`config.mk`:
```
export PLATFORM = sky130hd
export DESIGN_NAME = trace_fetch_stage
export DESIGN_NICKNAME = d
export VERILOG_FILES = /design/src/source/trace_pkg.sv /design/src/source/trace_fetch_stage.sv
export VERILOG_INCLUDE_DIRS = /design/src /design/src/source
export SDC_FILE = /design/constraint.sdc
export NUM_CORES = 1
export LEC_CHECK = 0
export BUFFER_PORTS_ARGS = -buffer_cell sky130_fd_sc_hd__buf_2
export CAP_MARGIN = 15
export CORE_AREA = 2 2 342 344
export DETAILED_ROUTE_END_ITERATION = 8
export DIE_AREA = 0 0 344 346
export GPL_ROUTABILITY_DRIVEN = 0
export GPL_TIMING_DRIVEN = 0
export PLACE_DENSITY_LB_ADDON = 0.05
export SLEW_MARGIN = 20
export SYNTH_ARGS = -nofsm -noshare
export SYNTH_HDL_FRONTEND = slang
export SYNTH_SLANG_ARGS = --single-unit
export TNS_END_PERCENT = 20
```
`constraint.sdc`:
```
create_clock -name clk -period 59.6 [get_ports clk]
set_clock_uncertainty 0.05 [all_clocks]
set_input_delay 11.92 -clock clk [delete_from_list [all_inputs] [get_ports clk]]
set_output_delay 11.92 -clock clk [all_outputs]
set_load 0.05 [all_outputs]
```
`src/source/trace_defs.svh`:
```
//////////////////////////////////////////////////
// sizing constants for the trace cache
// include in any file that sizes trace lines,
// the line array or the use counters
//////////////////////////////////////////////////

`ifndef TRACE_DEFS_SVH
`define TRACE_DEFS_SVH

`define TC_NUM_LINES	8	// lines in the fully associative store
`define TC_LINE_SLOTS	4	// instructions per trace line
`define TC_PC_BITS		32

// replacement aging
`define TC_AGE_INTERVAL	64	// cycles between use count decrements
`define TC_USE_MAX		7	// use count saturates here
`define TC_USE_FILL		2	// use count given to a freshly filled line

`endif

```
`src/source/trace_pkg.sv`:
```
//////////////////////////////////////////////////
// shared types for the trace cache
// retired instructions, trace lines, line write
// requests and lookup results
// import with trace_pkg::* in the module header
//////////////////////////////////////////////////

`default_nettype none

`include "trace_defs.svh"

package trace_pkg;

	typedef logic [`TC_PC_BITS-1:0] pc_t;
	typedef logic [$clog2(`TC_NUM_LINES)-1:0] line_idx_t;
	typedef logic [`TC_LINE_SLOTS-1:0] slot_mask_t;	// one bit per slot

	typedef enum logic [1:0] {
		INS_PLAIN,
		INS_JUMP,
		INS_CALL,
		INS_RETURN
	} ins_kind_t;

	typedef struct packed {
		pc_t		pc;
		logic [31:0]insn;
		logic		short_ins;	// compressed, 2 bytes
		ins_kind_t	kind;
		pc_t		target;		// taken destination for jump/call/return
		logic		will_trap;
	} trace_ins_t;

	// slot 0 holds the instruction at the tag pc
	typedef trace_ins_t [`TC_LINE_SLOTS-1:0] trace_line_t;

	typedef struct packed {
		logic		valid;		// one cycle strobe
		pc_t		tag;
		slot_mask_t	mask;
		trace_line_t data;
		pc_t		next_pc;	// where fetch goes after this line
	} line_write_t;

	typedef struct packed {
		logic		hit;
		line_idx_t	idx;
		slot_mask_t	mask;
		trace_line_t data;
		pc_t		next_pc;
	} lookup_t;

endpackage

`default_nettype wire

```
`src/source/trace_fetch_stage.sv`:
```
//////////////////////////////////////////////////
// fetch stage of the trace cache
// registers the store's lookup for rename and
// holds it while rename stalls; hits that rename
// consumes go back to the store as use bumps
//////////////////////////////////////////////////

`timescale 1ns/10ps
`default_nettype none

`include "trace_defs.svh"

module trace_fetch_stage import trace_pkg::*; (
	input  wire logic	clk,
	input  wire logic	reset,
	input  wire logic	rename_stall,
	input  wire logic	pc_used,
	input  wire lookup_t	lookup,
	output lookup_t		trace_out,
	output logic		use_bump,
	output line_idx_t	use_bump_idx
);

	// trace_out follows fetch_pc by one cycle
	always_ff @(posedge clk) begin
		if (reset)
			trace_out.hit <= 1'b0;
		else if (!rename_stall)
			trace_out <= lookup;	// hold under stall
	end

	// a consumed hit keeps its line away from eviction
	assign use_bump = pc_used && trace_out.hit;
	assign use_bump_idx = trace_out.idx;

endmodule

`default_nettype wire

```
==> flow_metrics.py <==
metrics = {
    "outcome": {
        "status": "completed",
    },
    "synth": {
        "async_flop_share_pct": 0,
        "syn_inst": 447,
        "synthFlopType": "edfxtp_1",
        "seq_area_frac_synth_pct": 99.7,
        "synth_nets": 891,
        "yosysTopAreaCell": "edfxtp_1",
        "yosysTopAreaCellShare_pct": 99.5,
        "syn-mean-instance-area_sq_um": 29.6,
        "synth_seq_cells": 440,
        "yosys_warnings": 0,
        "synth_edf_count": 439,
        "synth.distinct_cells": 6,
        "synth_commonest_cells": "edfxtp_1, buf_4, nor2_1",
        "synth_area_leaders": "edfxtp_1, buf_4, dfxtp_1",
        "syn-cell-area_sq_um": 13200,
        "synth.most_common_cell": "edfxtp_1",
    },
    "floorplan": {
        "row_count": 125,
        "die_h_um": 346,
        "dieArea_sq_um": 119000,
        "fp.dieW_um": 344,
        "core_area_sq_um": 115000,
        "start_util_pct": 11.5,
        "pin_count": 888,
    },
    "global_route": {
        "grt_util_all_layers_pct": 9.57,
        "grt_pass1_wl_um": 77700,
        "gr-total-overflow": 0,
        "grt_pass1_vias": 8974,
        "antenna_found_initial": 21,
        "grt_max_degree": 28,
    },
    "cells_and_area": {
        "drive_gt1_share_pct": 67.0,
        "seqCellArea_sq_um": 13200,
        "final_area_sq_um": 21800,
        "synthToLayoutAreaGrowth_pct": 64.6,
        "multiInputGateArea_sq_um": 31.3,
        "fillers": 12619,
        "nets": 1861,
    },
    "cts": {
        "cts_tree": "yes",
        "cts_resized": 0,
        "insertion_delay_ns": 0.62,
        "cts_num_sinks": 440,
        "clockRootBuffer": "clkbuf_16",
        "cts_setup_buffers": 0,
        "cts-buffers-inserted": 59,
        "clk_pin_slew_ns": 0.05,
        "htree_num_levels": 2,
        "cts_max_path_buffers": 3,
        "hold_buffers": 0,
    },
    "sta": {
        "fmax_mhz": 41.1,
        "drv_slew": 0,
        "hold_violations": 0,
        "rsz0062_at_grt": "false",
        "finalSetupTns_ns": 0,
        "period_needed_ns": 24.34,
        "worst_slack_ns": 35.26,
        "finalSetupViolCount": 0,
        "slew_headroom_pct": 73.6,
        "finalCritPeriodShare_pct": 40.8,
        "worst_slew_pin_slew_ns": 0.398,
        "holdWs_ns": 0.482,
    },
    "worst_setup_path": {
        "worst_ep_arrival_time_ns": 12.37,
        "end_kind": "output port",
        "r2r_slack_ns": 58.95,
        "required_ns": 47.63,
        "worstSetupStartpointType": "primary input",
        "critPathKind": "in -> out",
        "path_max_fanout": 1,
    },
    "placement": {
        "placed_area_sq_um": 20100,
        "dpl.hpwl_um": 48800,
        "pre_cts_slack_ns": 35.26,
        "port_buffers": 887,
    },
    "routing": {
        "wl_per_cell_um": 20.0,
        "detailroute.via_count": 8535,
        "drt_iter0_markers": 330,
        "wl_um": 59900,
        "ant_nets": 0,
        "drc": 0,
        "dr.pass1.iters": 4,
        "drt-vias-per-instance": 2.85,
    },
    "power": {
        "irDropWorstVdd_mv": 0.0219,
        "p_leak_nw": 8.68,
        "powerDensity_nw_per_um2": 37.4,
    },
    "worst_hold_path": {
        "min_path_type": "reg -> reg",
    },
    "run": {
        "cap_violations": 0,
    },
}
## metal layers
layer / part of all wire (%) / vias up / track usage, %
met5: 0.26 / - / 0
met4: 2.8 / 20 / 3.29
met3: 10 / 114 / 4.46
met2: 57 / 441 / 19.0
met1: 29 / 4170 / 8.13
li1: - / 3790 / -
## layout make-up
class	count	share of cell area (%)
flip-flops and latches	440	60.5
repair buffers	909	22.6
well taps	1524	8.74
clock buffers	87	7.25
clock inverters	21	0.625
multi-input cells	4	0.143
plain buffers	3	0.103
diodes	3	0.0344
## cells in the final DEF, fill, tap and decap left out, drive strengths merged
| cell | Yosys | layout |
|---|---|---|
| inv | 0 | 3 |
| mux2i | 1 | 1 |
| clkinvlp | 0 | 1 |
| and2 | 1 | 1 |
| nor2 | 2 | 2 |
| clkbuf | 0 | 87 |
| bufinv | 0 | 1 |
| dfxtp | 1 | 1 |
| buf | 3 | 912 |
| diode | 0 | 3 |
| clkinv | 0 | 16 |
| edfxtp | 439 | 439 |
## through the flow
| step | util [%] | power, mW | instances |
|---|---|---|---|
| after floorplan | - | 0.462 | 447 |
| after global placement | 17.0 | 0.512 | 2858 |
| after detailed placement | 17.4 | 0.500 | 2880 |
| after CTS | 18.9 | 0.838 | 2988 |
| after global routing | 18.9 | 0.852 | 2990 |
| final | 18.9 | 0.816 | 2991 |
## worst paths after layout
kind	depth (start not counted)	start	endpoint
setup / recovery	3	pc_used	use_bump
hold / removal	2	trace_out[439]$_SDFFE_PP0N_	trace_out[439]$_SDFFE_PP0N_
setup reg to reg	2	trace_out[439]$_SDFFE_PP0N_	trace_out[439]$_SDFFE_PP0N_
hold reg to reg	2	trace_out[439]$_SDFFE_PP0N_	trace_out[439]$_SDFFE_PP0N_
## critical path: stages
cell,delay (ns)
buf_2,0.08
and2_1,0.12
buf_2,0.26
## sequential cells by signal, summed over array words and instances, names as in the netlist
register / flops
trace_out: 437
use_bump_idx: 3
## logic make-up after synthesis
family                 after synthesis  share of synthesized area [%]
DFF                                440                           99.7
and+or+nand+nor                      3                          0.104
buffers and inverters                3                          0.170
muxes                                1                         0.0756
## where the power goes
| group | internal, mW | leakage [nW] | switching [mW] |
|---|---|---|---|
| logic | 0.0264 | 3.73 | 0.0952 |
| registers | 0.364 | 4.13 | 0.00522 |
| clock network | 0.186 | 0.823 | 0.139 |
| total | 0.577 | 8.68 | 0.239 |
No activity file was read; power rests on OpenSTA's default activity.
