## src/source/trace_defs.svh

```systemverilog
//////////////////////////////////////////////////
// sizing constants for the trace cache
// include in any file that sizes trace lines,
// the line array or the use counters
//////////////////////////////////////////////////

`ifndef TRACE_DEFS_SVH
`define TRACE_DEFS_SVH

`define TC_NUM_LINES	8	// lines in the fully associative store
`define TC_LINE_SLOTS	4	// instructions per trace line
`define TC_PC_BITS		32

// replacement aging
`define TC_AGE_INTERVAL	64	// cycles between use count decrements
`define TC_USE_MAX		7	// use count saturates here
`define TC_USE_FILL		2	// use count given to a freshly filled line

`endif

```

## src/source/trace_pkg.sv

```systemverilog
//////////////////////////////////////////////////
// shared types for the trace cache
// retired instructions, trace lines, line write
// requests and lookup results
// import with trace_pkg::* in the module header
//////////////////////////////////////////////////

`default_nettype none

`include "trace_defs.svh"

package trace_pkg;

	typedef logic [`TC_PC_BITS-1:0] pc_t;
	typedef logic [$clog2(`TC_NUM_LINES)-1:0] line_idx_t;
	typedef logic [`TC_LINE_SLOTS-1:0] slot_mask_t;	// one bit per slot

	typedef enum logic [1:0] {
		INS_PLAIN,
		INS_JUMP,
		INS_CALL,
		INS_RETURN
	} ins_kind_t;

	typedef struct packed {
		pc_t		pc;
		logic [31:0]insn;
		logic		short_ins;	// compressed, 2 bytes
		ins_kind_t	kind;
		pc_t		target;		// taken destination for jump/call/return
		logic		will_trap;
	} trace_ins_t;

	// slot 0 holds the instruction at the tag pc
	typedef trace_ins_t [`TC_LINE_SLOTS-1:0] trace_line_t;

	typedef struct packed {
		logic		valid;		// one cycle strobe
		pc_t		tag;
		slot_mask_t	mask;
		trace_line_t data;
		pc_t		next_pc;	// where fetch goes after this line
	} line_write_t;

	typedef struct packed {
		logic		hit;
		line_idx_t	idx;
		slot_mask_t	mask;
		trace_line_t data;
		pc_t		next_pc;
	} lookup_t;

endpackage

`default_nettype wire

```

## src/source/trace_line_store.sv

```systemverilog
//////////////////////////////////////////////////
// line store for the trace cache
// fully associative array of trace lines with a
// combinational pc match and one-hot read
// victims come from per line use counters that
// the fetch stage bumps and a timer ages
//////////////////////////////////////////////////

`timescale 1ns/10ps
`default_nettype none

`include "trace_defs.svh"

module trace_line_store import trace_pkg::*; (
	input  wire logic	clk,
	input  wire logic	reset,
	input  wire logic	invalidate,
	input  wire line_write_t	line_wr,
	input  wire pc_t	fetch_pc,
	input  wire logic	use_bump,
	input  wire line_idx_t	use_bump_idx,
	output lookup_t		lookup
);

	localparam int NUM = `TC_NUM_LINES;
	localparam int USE_BITS = $clog2(`TC_USE_MAX+1);
	localparam int AGE_BITS = $clog2(`TC_AGE_INTERVAL);

	// per line state
	logic [NUM-1:0]valid_q;
	pc_t			tag_q[NUM];
	slot_mask_t		mask_q[NUM];
	trace_line_t	data_q[NUM];
	pc_t			next_q[NUM];
	logic [USE_BITS-1:0]use_q[NUM];

	logic [NUM-1:0]match;	// fetch pc hits
	logic [NUM-1:0]dup;		// incoming tag already present
	logic			victim_ok;
	line_idx_t		victim;
	logic			fill;
	logic [AGE_BITS-1:0]age_cnt;
	logic			age_tick;

	always_comb begin
		for (int i = 0; i < NUM; i++) begin
			match[i] = valid_q[i] && tag_q[i] == fetch_pc;	// associative match
			dup[i] = valid_q[i] && tag_q[i] == line_wr.tag;
		end
	end

	// tags are unique, so at most one line matches and an OR mux reads it
	always_comb begin
		lookup = '0;
		for (int i = 0; i < NUM; i++) begin
			if (match[i]) begin
				lookup.hit = 1'b1;
				lookup.idx |= line_idx_t'(i);
				lookup.mask |= mask_q[i];
				lookup.data |= data_q[i];
				lookup.next_pc |= next_q[i];
			end
		end
	end

	// lowest invalid line first, then lowest idle line not being fetched
	always_comb begin
		victim_ok = 1'b0;
		victim = '0;
		for (int i = NUM-1; i >= 0; i--) begin
			if (!valid_q[i]) begin
				victim_ok = 1'b1;
				victim = line_idx_t'(i);
			end
		end
		if (!victim_ok) begin
			for (int i = NUM-1; i >= 0; i--) begin
				if (use_q[i] == '0 && !match[i]) begin
					victim_ok = 1'b1;
					victim = line_idx_t'(i);
				end
			end
		end
	end

	assign fill = line_wr.valid && !(|dup) && victim_ok;	// else dropped

	assign age_tick = age_cnt == AGE_BITS'(`TC_AGE_INTERVAL-1);

	always_ff @(posedge clk) begin
		if (reset)
			age_cnt <= '0;
		else if (age_tick)
			age_cnt <= '0;
		else
			age_cnt <= age_cnt + 1'b1;
	end

	always_ff @(posedge clk) begin
		for (int i = 0; i < NUM; i++) begin
			if (reset || invalidate) begin
				valid_q[i] <= 1'b0;
				use_q[i] <= '0;
			end else if (fill && victim == line_idx_t'(i)) begin
				valid_q[i] <= 1'b1;
				use_q[i] <= USE_BITS'(`TC_USE_FILL);
			end else if (use_bump && use_bump_idx == line_idx_t'(i)) begin
				if (use_q[i] != USE_BITS'(`TC_USE_MAX))
					use_q[i] <= use_q[i] + 1'b1;	// saturating
			end else if (age_tick && use_q[i] != '0) begin
				use_q[i] <= use_q[i] - 1'b1;
			end
		end
	end

	// line contents
	always_ff @(posedge clk) begin
		if (fill) begin
			tag_q[victim] <= line_wr.tag;
			mask_q[victim] <= line_wr.mask;
			data_q[victim] <= line_wr.data;
			next_q[victim] <= line_wr.next_pc;
		end
	end

endmodule

`default_nettype wire

```

## config.mk

```make
export PLATFORM = sky130hd
export DESIGN_NAME = trace_line_store
export DESIGN_NICKNAME = d
export VERILOG_FILES = /design/src/source/trace_pkg.sv /design/src/source/trace_line_store.sv
export VERILOG_INCLUDE_DIRS = /design/src /design/src/source
export SDC_FILE = /design/constraint.sdc
export NUM_CORES = 2
export LEC_CHECK = 0
export BUFFER_PORTS_ARGS = -buffer_cell sky130_fd_sc_hd__buf_2
export CORE_UTILIZATION = 64
export CTS_CLUSTER_DIAMETER = 50
export DETAILED_ROUTE_END_ITERATION = 10
export MAX_ROUTING_LAYER = met4
export PLACE_DENSITY = 0.84
export SLEW_MARGIN = 15
export SYNTH_ARGS = -nofsm -noshare
export SYNTH_HDL_FRONTEND = slang
export SYNTH_SLANG_ARGS = --single-unit
```

## constraint.sdc

```tcl
create_clock -name clk -period 47.9 [get_ports clk]
set_input_delay 4.79 -clock clk [delete_from_list [all_inputs] [get_ports clk]]
set_output_delay 4.79 -clock clk [all_outputs]
set_load 0.03 [all_outputs]
```

==> run summary <==
Gr ovfl total: 0
Drt pass-1 iters: 8
Tightest Pin Transition: 1.26 ns
Worst Reg2Reg Path Length in Cells: 13
Post-synthesis cell count: 7349
Initial antenna violation count: 164
Number of port buffers: 947
Worst slew margin: 16.2%
FF-to-FF End: data_q[7][298]$_DFFE_PP_
DR WL met3: 51.0 mm
Top Metal Used: met4
Sequential share of the synthesized area: 81.7%
Max VDD drop: 41.8 uV
Via/cell ratio: 7.07
Post-Route WL: 397 mm
Seq cells post-synth: 3782
Startpoint types: input port
Core Box Area: 215000 um2
Fillers: 11200
Cts bufs inserted: 386
HPWL after DPL: 212 mm
Syn Std Cell Area: 139000 um2
Setup Skew: 0.114 ns
First-pass GRT wire length: 556 mm
Worst-Skew Late Latency: 1.04 ns
P&R area growth vs syn: 14.5%
Setup repair after global routing missed its margin: no
Clock tree buffer depth: 4
Adder-cell share of the synthesized area: 0.297%
Tcrit/Tclk final: 33.2%
Final setup TNS: 0 ns
Final core utilization: 73.9%
1st-iter DRT viols: 12800
Hold buffers post-CTS: 0
Final Slew Violations: 0
H-tree Lvls: 5
Reg-to-reg critical path startpoint: tag_q[1][13]$_DFFE_PP_
Resize count post-CTS: 0
Post-CTS Setup Inserts: 0
Reg2Reg Setup Slack: 38.91 ns
TritonCTS clock tree: built
Final setup fails: 0
Final hold viol count: 0
Critical path origin: fetch_pc[5]
Library cells used by synthesis: 50
CP Max Fanout: 61
# DRC: 0
Async SR Flop Fraction: 0%
Status: completed
Largest family of logic cells by synthesized area: compound AO/OA/AOI/OAI gates
EDFF count, synth: 3768
HP Class: register to register
Area of the multi-input gates: 23700 um2
Worst Setup End Kind: primary output
Final cell count without fillers: 11600
Most frequent cells in the layout: 3768 x edfxtp_1, 947 x buf_2, 879 x a22oi_1
Met1 wire length: 132 mm
Via count: 82300
Post-synthesis mux area share: 0.0568%
RD Place Congestion: 0.983
Sink Count: 3782
Vias in the first global route: 79500
Row count: 170
Initial Util: 64.6%
Cells after DPL: 10800
Critical path endpoint: lookup[280]
Worst hold start: age_cnt[0]$_SDFF_PP0_
Avg WL per Cell: 34.1 um
CTS root buffer: clkbuf_16
Syn Nets: 7890
Die width: 468 um
FF+latch area: 113000 um2
Min Tclk post-route: 15.91 ns
Die Y: 468 um
Kind of critical path: input port to primary output
DP Area: 147000 um2
Synth Area in XOR/XNOR: 3.29%
P_leak: 53.2 nW
Ys flop type: edfxtp_1
Pwr dens: 42.3 nW/um2
Fin area: 159000 um2
Final ANT Viol Nets: 0
Synth Area in Compound Gates: 10.5%
Gr usage total: 36.4%
Pin count of the biggest net entering global routing: 150
Maxcap violations: 0
DR WL met2: 187 mm
Worst-path clk slew: 0.06 ns
Most common cell after layout, fill and taps aside: edfxtp_1
Mean Syn Cell Area: 18.9 um2
Worst Path Arrival: 11.12 ns
Layout cell share with drive strength beyond 1: 18.8%
Synthesis Warnings: 0
Final #Nets: 8881
Post-synthesis simple-gate area fraction: 2.88%
Fmax: 62.9 MHz
Die area: 219000 um2
Hold path cells: 1
Worst Path Required: 43.11 ns
# IOs: 948
## stage by stage
stage | power (mW) | hold WS [ns] | setup slack (ns)
final | 6.72 | 0.469 | 31.99
after global routing | 6.85 | 0.507 | 32.04
after CTS | 6.71 | 0.473 | 32.23
after detailed placement | 3.89 | 0.465 | 32.25
after global placement | 3.88 | 0.443 | 32.29
after floorplan | 3.82 | 0.433 | 21.49
## power breakdown
part           leakage, nW  switching (mW)  internal [mW]
registers             34.4          0.0144           3.68
logic                 13.0           0.103         0.0321
clock network         5.85            1.25           1.64
## worst max-delay path, cell delays in order
cell and delay [ns]:
buf_2 0.30, xor2_1 0.15, nor4_1 0.56, nand4_1 0.25
nor3_4 0.19, buf_4 0.66, buf_4 0.88, buf_4 0.79
buf_4 0.82, buf_4 0.79, a22o_1 0.27, a221oi_1 0.07
nand3_1 0.17, buf_2 0.25
## synthesized netlist by cell type (14+ instances only)
master	n	area share, %
a221oi_1	436	2.8
a22o_1	436	2.8
a22oi_1	879	4.8
buf_1	40	0.11
buf_2	26	0.094
clkbuf_1	389	1.1
dfxtp_1	14	0.20
edfxtp_1	3768	81
ha_1	33	0.30
inv_1	22	0.059
nand2_1	14	0.038
nand3_1	466	1.7
nand4_1	46	0.21
nor2_1	27	0.073
nor3_1	30	0.11
nor4_1	101	0.46
o21a_1	15	0.081
xnor2_1	128	0.81
xor2_1	394	2.5
## cell type report
type / count / share of cell area (%)
sequential: 3782 / 71.4
timing repair buffer: 1058 / 3.66
multi-input combinational: 3090 / 14.9
inverter: 22 / 0.0520
clock inverter: 217 / 1.21
tap: 2838 / 2.23
antenna: 170 / 0.268
clock buffer: 464 / 6.33
## worst min-delay path by stage
stage | endpoint | slack (ns)
6_report | age_cnt[0]$_SDFF_PP0_ | 0.47
3_3_place_gp | age_cnt[0]$_SDFF_PP0_ | 0.44
4_1_cts | age_cnt[0]$_SDFF_PP0_ | 0.47
5_1_grt | age_cnt[0]$_SDFF_PP0_ | 0.51
3_5_place_dp | age_cnt[0]$_SDFF_PP0_ | 0.47
2_1_floorplan | age_cnt[0]$_SDFF_PP0_ | 0.43
## registers in the layout, indices dropped and copies added, names as in the netlist
| register | cells |
|---|---|
| mask_q | 32 |
| valid_q | 8 |
| next_q | 256 |
| use_q | 24 |
| tag_q | 256 |
| data_q | 3200 |
| age_cnt | 6 |
## cells by family (layout without fill, tap and decap cells)
family,count (synthesis),count (layout)
AO/OA/AOI/OAI,1791,1791
XOR/XNOR,522,522
adder cells (fa/ha/maj),33,33
buffers and inverters,477,1761
flip-flops,3782,3782
multiplexers,7,7
other,0,170
AND/OR/NAND/NOR,737,737
## metal layers
metal | global-route usage, % | vias up
li1 | - | 32900
met1 | 45.4 | 40900
met2 | 54.3 | 7226
met3 | 9.40 | 1290
met4 | 21.6 | 0
met5 | - | -
Note: power is estimated with default switching activity, not from simulation.
