==> config.mk <==
export PLATFORM = sky130hd
export DESIGN_NAME = trace_line_builder
export DESIGN_NICKNAME = d
export VERILOG_FILES = /design/src/source/trace_pkg.sv /design/src/source/trace_line_builder.sv
export VERILOG_INCLUDE_DIRS = /design/src /design/src/source
export SDC_FILE = /design/constraint.sdc
export NUM_CORES = 2
export LEC_CHECK = 0
export ABC_AREA = 1
export BUFFER_PORTS_ARGS = -buffer_cell sky130_fd_sc_hd__buf_2
export CAP_MARGIN = 20
export CORE_MARGIN = 2
export CORE_UTILIZATION = 55
export CTS_CLUSTER_SIZE = 10
export DETAILED_ROUTE_END_ITERATION = 7
export GPL_TIMING_DRIVEN = 0
export PLACE_DENSITY_LB_ADDON = 0.12
export SYNTH_ARGS = -nofsm -noshare
export SYNTH_HDL_FRONTEND = slang
export SYNTH_SLANG_ARGS = --single-unit
export TNS_END_PERCENT = 10
==> constraint.sdc <==
create_clock -name clk -period 83.2 [get_ports clk]
set_input_delay 4.16 -clock clk [delete_from_list [all_inputs] [get_ports clk]]
set_output_delay 4.16 -clock clk [all_outputs]
set_load 0.01 [all_outputs]
==> src/source/trace_defs.svh <==
//////////////////////////////////////////////////
// sizing constants for the trace cache
// include in any file that sizes trace lines,
// the line array or the use counters
//////////////////////////////////////////////////

`ifndef TRACE_DEFS_SVH
`define TRACE_DEFS_SVH

`define TC_NUM_LINES	8	// lines in the fully associative store
`define TC_LINE_SLOTS	4	// instructions per trace line
`define TC_PC_BITS		32

// replacement aging
`define TC_AGE_INTERVAL	64	// cycles between use count decrements
`define TC_USE_MAX		7	// use count saturates here
`define TC_USE_FILL		2	// use count given to a freshly filled line

`endif

==> src/source/trace_pkg.sv <==
//////////////////////////////////////////////////
// shared types for the trace cache
// retired instructions, trace lines, line write
// requests and lookup results
// import with trace_pkg::* in the module header
//////////////////////////////////////////////////

`default_nettype none

`include "trace_defs.svh"

package trace_pkg;

	typedef logic [`TC_PC_BITS-1:0] pc_t;
	typedef logic [$clog2(`TC_NUM_LINES)-1:0] line_idx_t;
	typedef logic [`TC_LINE_SLOTS-1:0] slot_mask_t;	// one bit per slot

	typedef enum logic [1:0] {
		INS_PLAIN,
		INS_JUMP,
		INS_CALL,
		INS_RETURN
	} ins_kind_t;

	typedef struct packed {
		pc_t		pc;
		logic [31:0]insn;
		logic		short_ins;	// compressed, 2 bytes
		ins_kind_t	kind;
		pc_t		target;		// taken destination for jump/call/return
		logic		will_trap;
	} trace_ins_t;

	// slot 0 holds the instruction at the tag pc
	typedef trace_ins_t [`TC_LINE_SLOTS-1:0] trace_line_t;

	typedef struct packed {
		logic		valid;		// one cycle strobe
		pc_t		tag;
		slot_mask_t	mask;
		trace_line_t data;
		pc_t		next_pc;	// where fetch goes after this line
	} line_write_t;

	typedef struct packed {
		logic		hit;
		line_idx_t	idx;
		slot_mask_t	mask;
		trace_line_t data;
		pc_t		next_pc;
	} lookup_t;

endpackage

`default_nettype wire

==> src/source/trace_line_builder.sv <==
//////////////////////////////////////////////////
// line builder for the trace cache
// packs one retired instruction per cycle into
// trace lines and issues a write request when a
// line closes (full, call/return, pc break)
//////////////////////////////////////////////////

`timescale 1ns/10ps
`default_nettype none

`include "trace_defs.svh"

module trace_line_builder import trace_pkg::*; (
	input  wire logic	clk,
	input  wire logic	reset,
	input  wire logic	invalidate,
	input  wire logic	retire_valid,
	input  wire trace_ins_t	retire_ins,
	output line_write_t	line_wr
);

	localparam int SLOT_BITS = $clog2(`TC_LINE_SLOTS);

	// sequential pc rule
	function automatic pc_t next_pc_of(trace_ins_t ins);
		if (ins.kind != INS_PLAIN)
			return ins.target;
		return ins.pc + (ins.short_ins ? pc_t'(2) : pc_t'(4));
	endfunction

	logic			open_valid;		// a partial line is being built
	pc_t			open_tag;
	slot_mask_t		open_mask;
	trace_line_t	open_line;
	logic [SLOT_BITS-1:0]open_slot;	// next free slot
	pc_t			expect_pc;		// pc that continues the open line

	// a second completed line waiting for the write port
	line_write_t	pend;

	trace_ins_t		ins_st;
	logic			accept, brk, start_new, closes;
	logic [SLOT_BITS-1:0]slot;
	slot_mask_t		new_mask;
	trace_line_t	new_line;
	pc_t			new_tag;
	line_write_t	wr_brk, wr_end, wr_first, wr_second;

	assign accept = retire_valid && !retire_ins.will_trap;
	assign brk = accept && open_valid && retire_ins.pc != expect_pc;
	assign start_new = !open_valid || brk;
	assign slot = start_new ? '0 : open_slot;
	assign new_tag = start_new ? retire_ins.pc : open_tag;

	assign closes = accept && (slot == SLOT_BITS'(`TC_LINE_SLOTS-1) ||
		retire_ins.kind == INS_CALL || retire_ins.kind == INS_RETURN);

	always_comb begin
		ins_st = retire_ins;
		ins_st.will_trap = 1'b0;	// only non trapping ones get stored
		new_mask = (start_new ? '0 : open_mask) | (slot_mask_t'(1) << slot);
		new_line = start_new ? '0 : open_line;
		new_line[slot] = ins_st;
	end

	// old line cut off by a pc break, continues at the expected pc
	assign wr_brk = '{valid: brk, tag: open_tag, mask: open_mask,
		data: open_line, next_pc: expect_pc};

	// line finished by this instruction
	assign wr_end = '{valid: closes, tag: new_tag, mask: new_mask,
		data: new_line, next_pc: next_pc_of(retire_ins)};

	// a break followed by a call/return closes two lines in one cycle,
	// the second one goes out a cycle later. a break needs an open line,
	// which is never left behind when pend fills, so pend never meets
	// both a break and an end together
	always_comb begin
		if (pend.valid) begin
			wr_first = pend;
			wr_second = wr_brk.valid ? wr_brk : wr_end;
		end else if (wr_brk.valid) begin
			wr_first = wr_brk;
			wr_second = wr_end;
		end else begin
			wr_first = wr_end;
			wr_second = wr_brk;		// not valid here
		end
	end

	always_ff @(posedge clk) begin
		if (reset || invalidate) begin
			open_valid <= 1'b0;
			line_wr.valid <= 1'b0;
			pend.valid <= 1'b0;
		end else begin
			line_wr <= wr_first;
			pend <= wr_second;
			if (retire_valid && retire_ins.will_trap)
				open_valid <= 1'b0;		// trap drops the partial line
			else if (accept)
				open_valid <= !closes;
		end
	end

	// partial line contents, only meaningful while open_valid
	always_ff @(posedge clk) begin
		if (accept) begin
			open_tag <= new_tag;
			open_mask <= new_mask;
			open_line <= new_line;
			open_slot <= slot + 1'b1;
			expect_pc <= next_pc_of(retire_ins);
		end
	end

endmodule

`default_nettype wire

==> metrics.md <==
| Metric | Value |
|---|---|
| Number of antenna violations at the first check in global routing | `20` |
| Clock buffers created by TritonCTS | `163` |
| Period utilization | `between 10 and 15%` |
| Arrival time reported for the critical path endpoint | `9.68 ns` |
| Peak VDD IR | `0.0000232 V` |
| Post-synth EDFFs | `about 1400` |
| Worst Clk Skew | `0.0292 ns` |
| Post-synth top area cell | `edfxtp_1` |
| Total of fill cells in the finished design | `11100` |
| Type of origin of the critical path | `input port` |
| HPWL after detailed placement | `181000 um` |
| Worst path required time | `between 80 and 90 ns` |
| First-iteration detailed-routing DRC count | `between 10000 and 15000` |
| Quantity of gates resized following cts | `0` |
| Share of total power in sequential cells | `a little over half` |
| Sequential cell area | `~42000 sq um` |
| Average size of a mapped cell | `approximately 8.6 sq um` |
| Cells traversed along the worst timing path | `buf_2 -> inv_1 -> nand2_1 -> nand4_1 -> nor2_1 -> nand2_1 -> nor2_1 -> nand2_1 -> nand2_2 -> buf_6 -> nand2_2 -> buf_6 -> inv_1 -> nand2_1 -> inv_1 -> ha_1 -> clkbuf_1 -> clkbuf_1 -> clkbuf_1 -> nand3_1 -> nand2_1 -> nand2_1 -> nand2_1` |
| Number of distinct library cells after synthesis | `27` |
| Max Transition Viols Final | `0` |
| Initial DRT Pass Iterations | `8` |
| Total routing resource utilization after global routing | `a little under two fifths` |
| Overall die area | `between 100000 and 150000 sq um` |
| Sequential share of the synthesized area | `around 60%` |
| Number of cells in the design after placement | `10600` |
| Mapped Area | `between 70000 and 80000 sq um` |
| Remaining DRCs | `1` |
| Clock tree from TritonCTS | `built` |
| End point of the critical path | `line_wr[264]$_DFFE_PN_` |
| Layout net count | `just over 9000` |
| Outcome | `finished with violations` |
| Worst Hold Margin | `between 0.5 and 0.6 ns` |
| Fraction of power consumed by the clock network | `between 40% and 50%` |
| Final setup violating endpoints | `0` |
| Die X | `approximately 360 um` |
| Number of instances in the synthesized netlist | `just over 8000` |
| Time the worst path needs with I/O delays and setup | `just over 9 ns` |
| Clock-pin slew on the worst setup and hold paths | `0.05 ns` |
| Initial standard-cell utilization of the core | `approximately 55%` |
| Total stage count of the critical path | `23` |
| Count of synthesis-stage warnings from yosys | `0` |
| Largest stage delay, worst path | `0.86 ns` |
| Most used cell along the critical path | `nand2_1` |
| Combinational power share | `slightly above 7%` |
| P per Cell Area | `~19 nW/um^2` |
| Y dimension of the die | `~360 um` |
| #FFs+latches synth | `about 1400` |
| Setup TNS | `0 ns` |
| Relative area change from synthesis to final layout | `14.7%` |
| Hold Crit Class | `register to register` |
| Port Buffer Count | `489` |
| Vias post-DR | `63300` |
| Clock latency at the later pin of the worst-skew pair | `between 0.8 and 0.9 ns` |
| Root buffer cell | `clkbuf_16` |
| Crit path launch | `retire_ins[98]` |
| Number of hold buffers added after cts | `0` |
| Element type at the critical path end | `register` |
| Cells on worst reg2reg path | `21` |
| Deepest level of the CTS H-tree | `4` |
| Vias in the first global route | `between 50000 and 60000` |
| Switching power | `374 uW` |
| Multi-input combinational cell area | `about 25000 sq um` |
| Critical path's slowest cell | `clkbuf_1` |
| Top cells by instance count after synthesis | `nand2_1 (4426), edfxtp_1 (1406), o21ai_0 (924), nand3_1 (523), clkbuf_1 (405)` |
| RSZ-0062 raised after global routing | `no` |
| Int Pwr | `roughly 1.2 mW` |
| Clock tree sinks | `around 1400` |
| Synthesized net count | `8408` |
| Wire length per cell after detailed routing | `~23 um` |
| Setup Fix Bufs, Post-CTS | `0` |
| CP Buf/Inv Count | `9` |
| Violated checks | `design-rule violations` |
| Core Box Area | `between 100000 and 150000 sq um` |
| I/O Pins | `approximately 570` |
| Number of violations of the max-capacitance limit | `0` |
| Cell leakage power | `~35 nW` |
| Crit Reg-Reg Endpoint | `line_wr[264]$_DFFE_PN_` |
| Leading post-synthesis cells by cell area | `edfxtp_1 (59%), nand2_1 (23%), o21ai_0 (6.5%)` |
| Max Clock Freq | `0.111 GHz` |
| Count leader, synth | `nand2_1` |
| Most common flop cell mapped by yosys | `edfxtp_1` |
| Share of post-route cells with drive strength above 1 | `approximately 11%` |
| Cell Count, Final, Fillers Out | `about 11000` |
| Actual slew at the worst max-slew pin | `between 1 and 1.5 ns` |
| Row count | `about 130` |
| DRT antenna net count | `0` |
| WL final | `254000 um` |
| Net switching fraction of the power | `between 20% and 30%` |
| Pin count of the biggest net entering global routing | `40` |
| Ys async rst share | `0%` |
| Worst-case register-to-register setup slack | `just under 80 ns` |
| First-pass GRT wire length | `around 370000 um` |
| Final Hold Viols | `0` |
| Headroom to the max-slew limit | `14.3%` |
| Startpoint of the most critical register-to-register path | `expect_pc[26]$_DFFE_PP_` |
| Mean number of vias per cell | `just under 6` |
| Dominant delay contributor by cell family on the critical path | `buffers and inverters` |
| GRT Residual Overflow | `0` |
| Worst-path maximum fanout | `10` |
| Area share of the leading cell type in the synthesized netlist | `between 50% and 60%` |
| Max Root-Sink Buffers | `3` |
| Final weighted congestion of routability-driven global placement | `0.993` |
| Critical path start-end classification | `input port to register` |
## sequential cells by signal, indices dropped and copies added (netlist names)
| name | cells |
|---|---|
| expect_pc | 32 |
| line_wr | 469 |
| open_valid | 1 |
| open_tag | 32 |
| open_line | 400 |
| pend | 469 |
| open_slot | 2 |
| open_mask | 4 |
## metal layers
metal	vias up	track usage [%]	wire, um
li1	28800	-	-
met1	29300	51.2	95500
met2	4479	55.0	109000
met3	690	9.10	33600
met4	6	21.4	16000
met5	-	0	29
## cell families after synthesis
logic type / count (synthesis) / share of synthesized area [%]
DFF: 1409 / 59.3
adders and majority gates: 7 / 0.133
buffers and inverters: 795 / 5.36
and+or+nand+nor: 5064 / 27.7
AOI/OAI and AO/OA: 996 / 7.16
xor gates and xnor gates: 26 / 0.319
## power groups by stage
stage	Combinational (mW)	Clock (mW)	Sequential, mW
after floorplan	0.0565	0	0.878
after global placement	0.102	0	0.893
after detailed placement	0.109	0	0.838
after CTS	0.110	0.644	0.823
after global routing	0.121	0.670	0.826
final	0.113	0.642	0.824
## through the flow
stage	area, sq um	total power [mW]	util (%)	setup WS (ns)
floorplan	71300	0.935	-	37.67
global placement	75900	0.995	58.8	18.13
detailed placement	77200	0.947	59.8	73.60
CTS	81700	1.58	63.2	74.42
global route	81700	1.62	63.3	74.21
finish	81700	1.58	63.3	74.15
## cell type report
type,instances,share of cell area [%]
Clock buffer,199,5.23
Inverter,128,0.588
Timing Repair Buffer,552,4.55
Clock inverter,20,0.248
Antenna cell,15,0.0459
Tap cell,1742,2.67
Sequential cell,1409,51.7
Multi-Input combinational cell,6093,30.8
Buffer,667,4.10
## worst min path at each step
stage / start / endpoint / slack [ns] / depth (start not counted)
after floorplan: pend[100]$_DFFE_PN_ / line_wr[100]$_DFFE_PN_ / 0.49 / 2
after global placement: pend[320]$_DFFE_PN_ / line_wr[320]$_DFFE_PN_ / 0.50 / 2
after detailed placement: pend[419]$_DFFE_PN_ / line_wr[419]$_DFFE_PN_ / 0.50 / 2
after CTS: pend[419]$_DFFE_PN_ / line_wr[419]$_DFFE_PN_ / 0.51 / 2
after global routing: pend[35]$_DFFE_PN_ / line_wr[35]$_DFFE_PN_ / 0.53 / 2
final: pend[375]$_DFFE_PN_ / line_wr[375]$_DFFE_PN_ / 0.51 / 2
## worst min-delay path, cell delays in order (launching register included)
cell and delay, ns:
edfxtp_1 0.31, nand2_1 0.05, nand2_1 0.05
## placed cells by master (no fill, tap or decap), drive strengths merged
cell / Yosys / routed
a21oi: 22 / 22
a31oi: 3 / 3
buf: 262 / 814
bufinv: 0 / 1
clkbuf: 405 / 604
clkinv: 1 / 15
dfxtp: 3 / 3
diode: 0 / 15
edfxtp: 1406 / 1406
fa: 1 / 1
ha: 6 / 6
inv: 127 / 132
nand2: 4432 / 4432
nand3: 523 / 523
nand4: 3 / 3
nor2: 68 / 68
nor3: 21 / 21
o211ai: 46 / 46
o21ai: 925 / 925
or2: 17 / 17
xnor2: 21 / 21
xor2: 5 / 5
(Power assumes the default switching activity.)
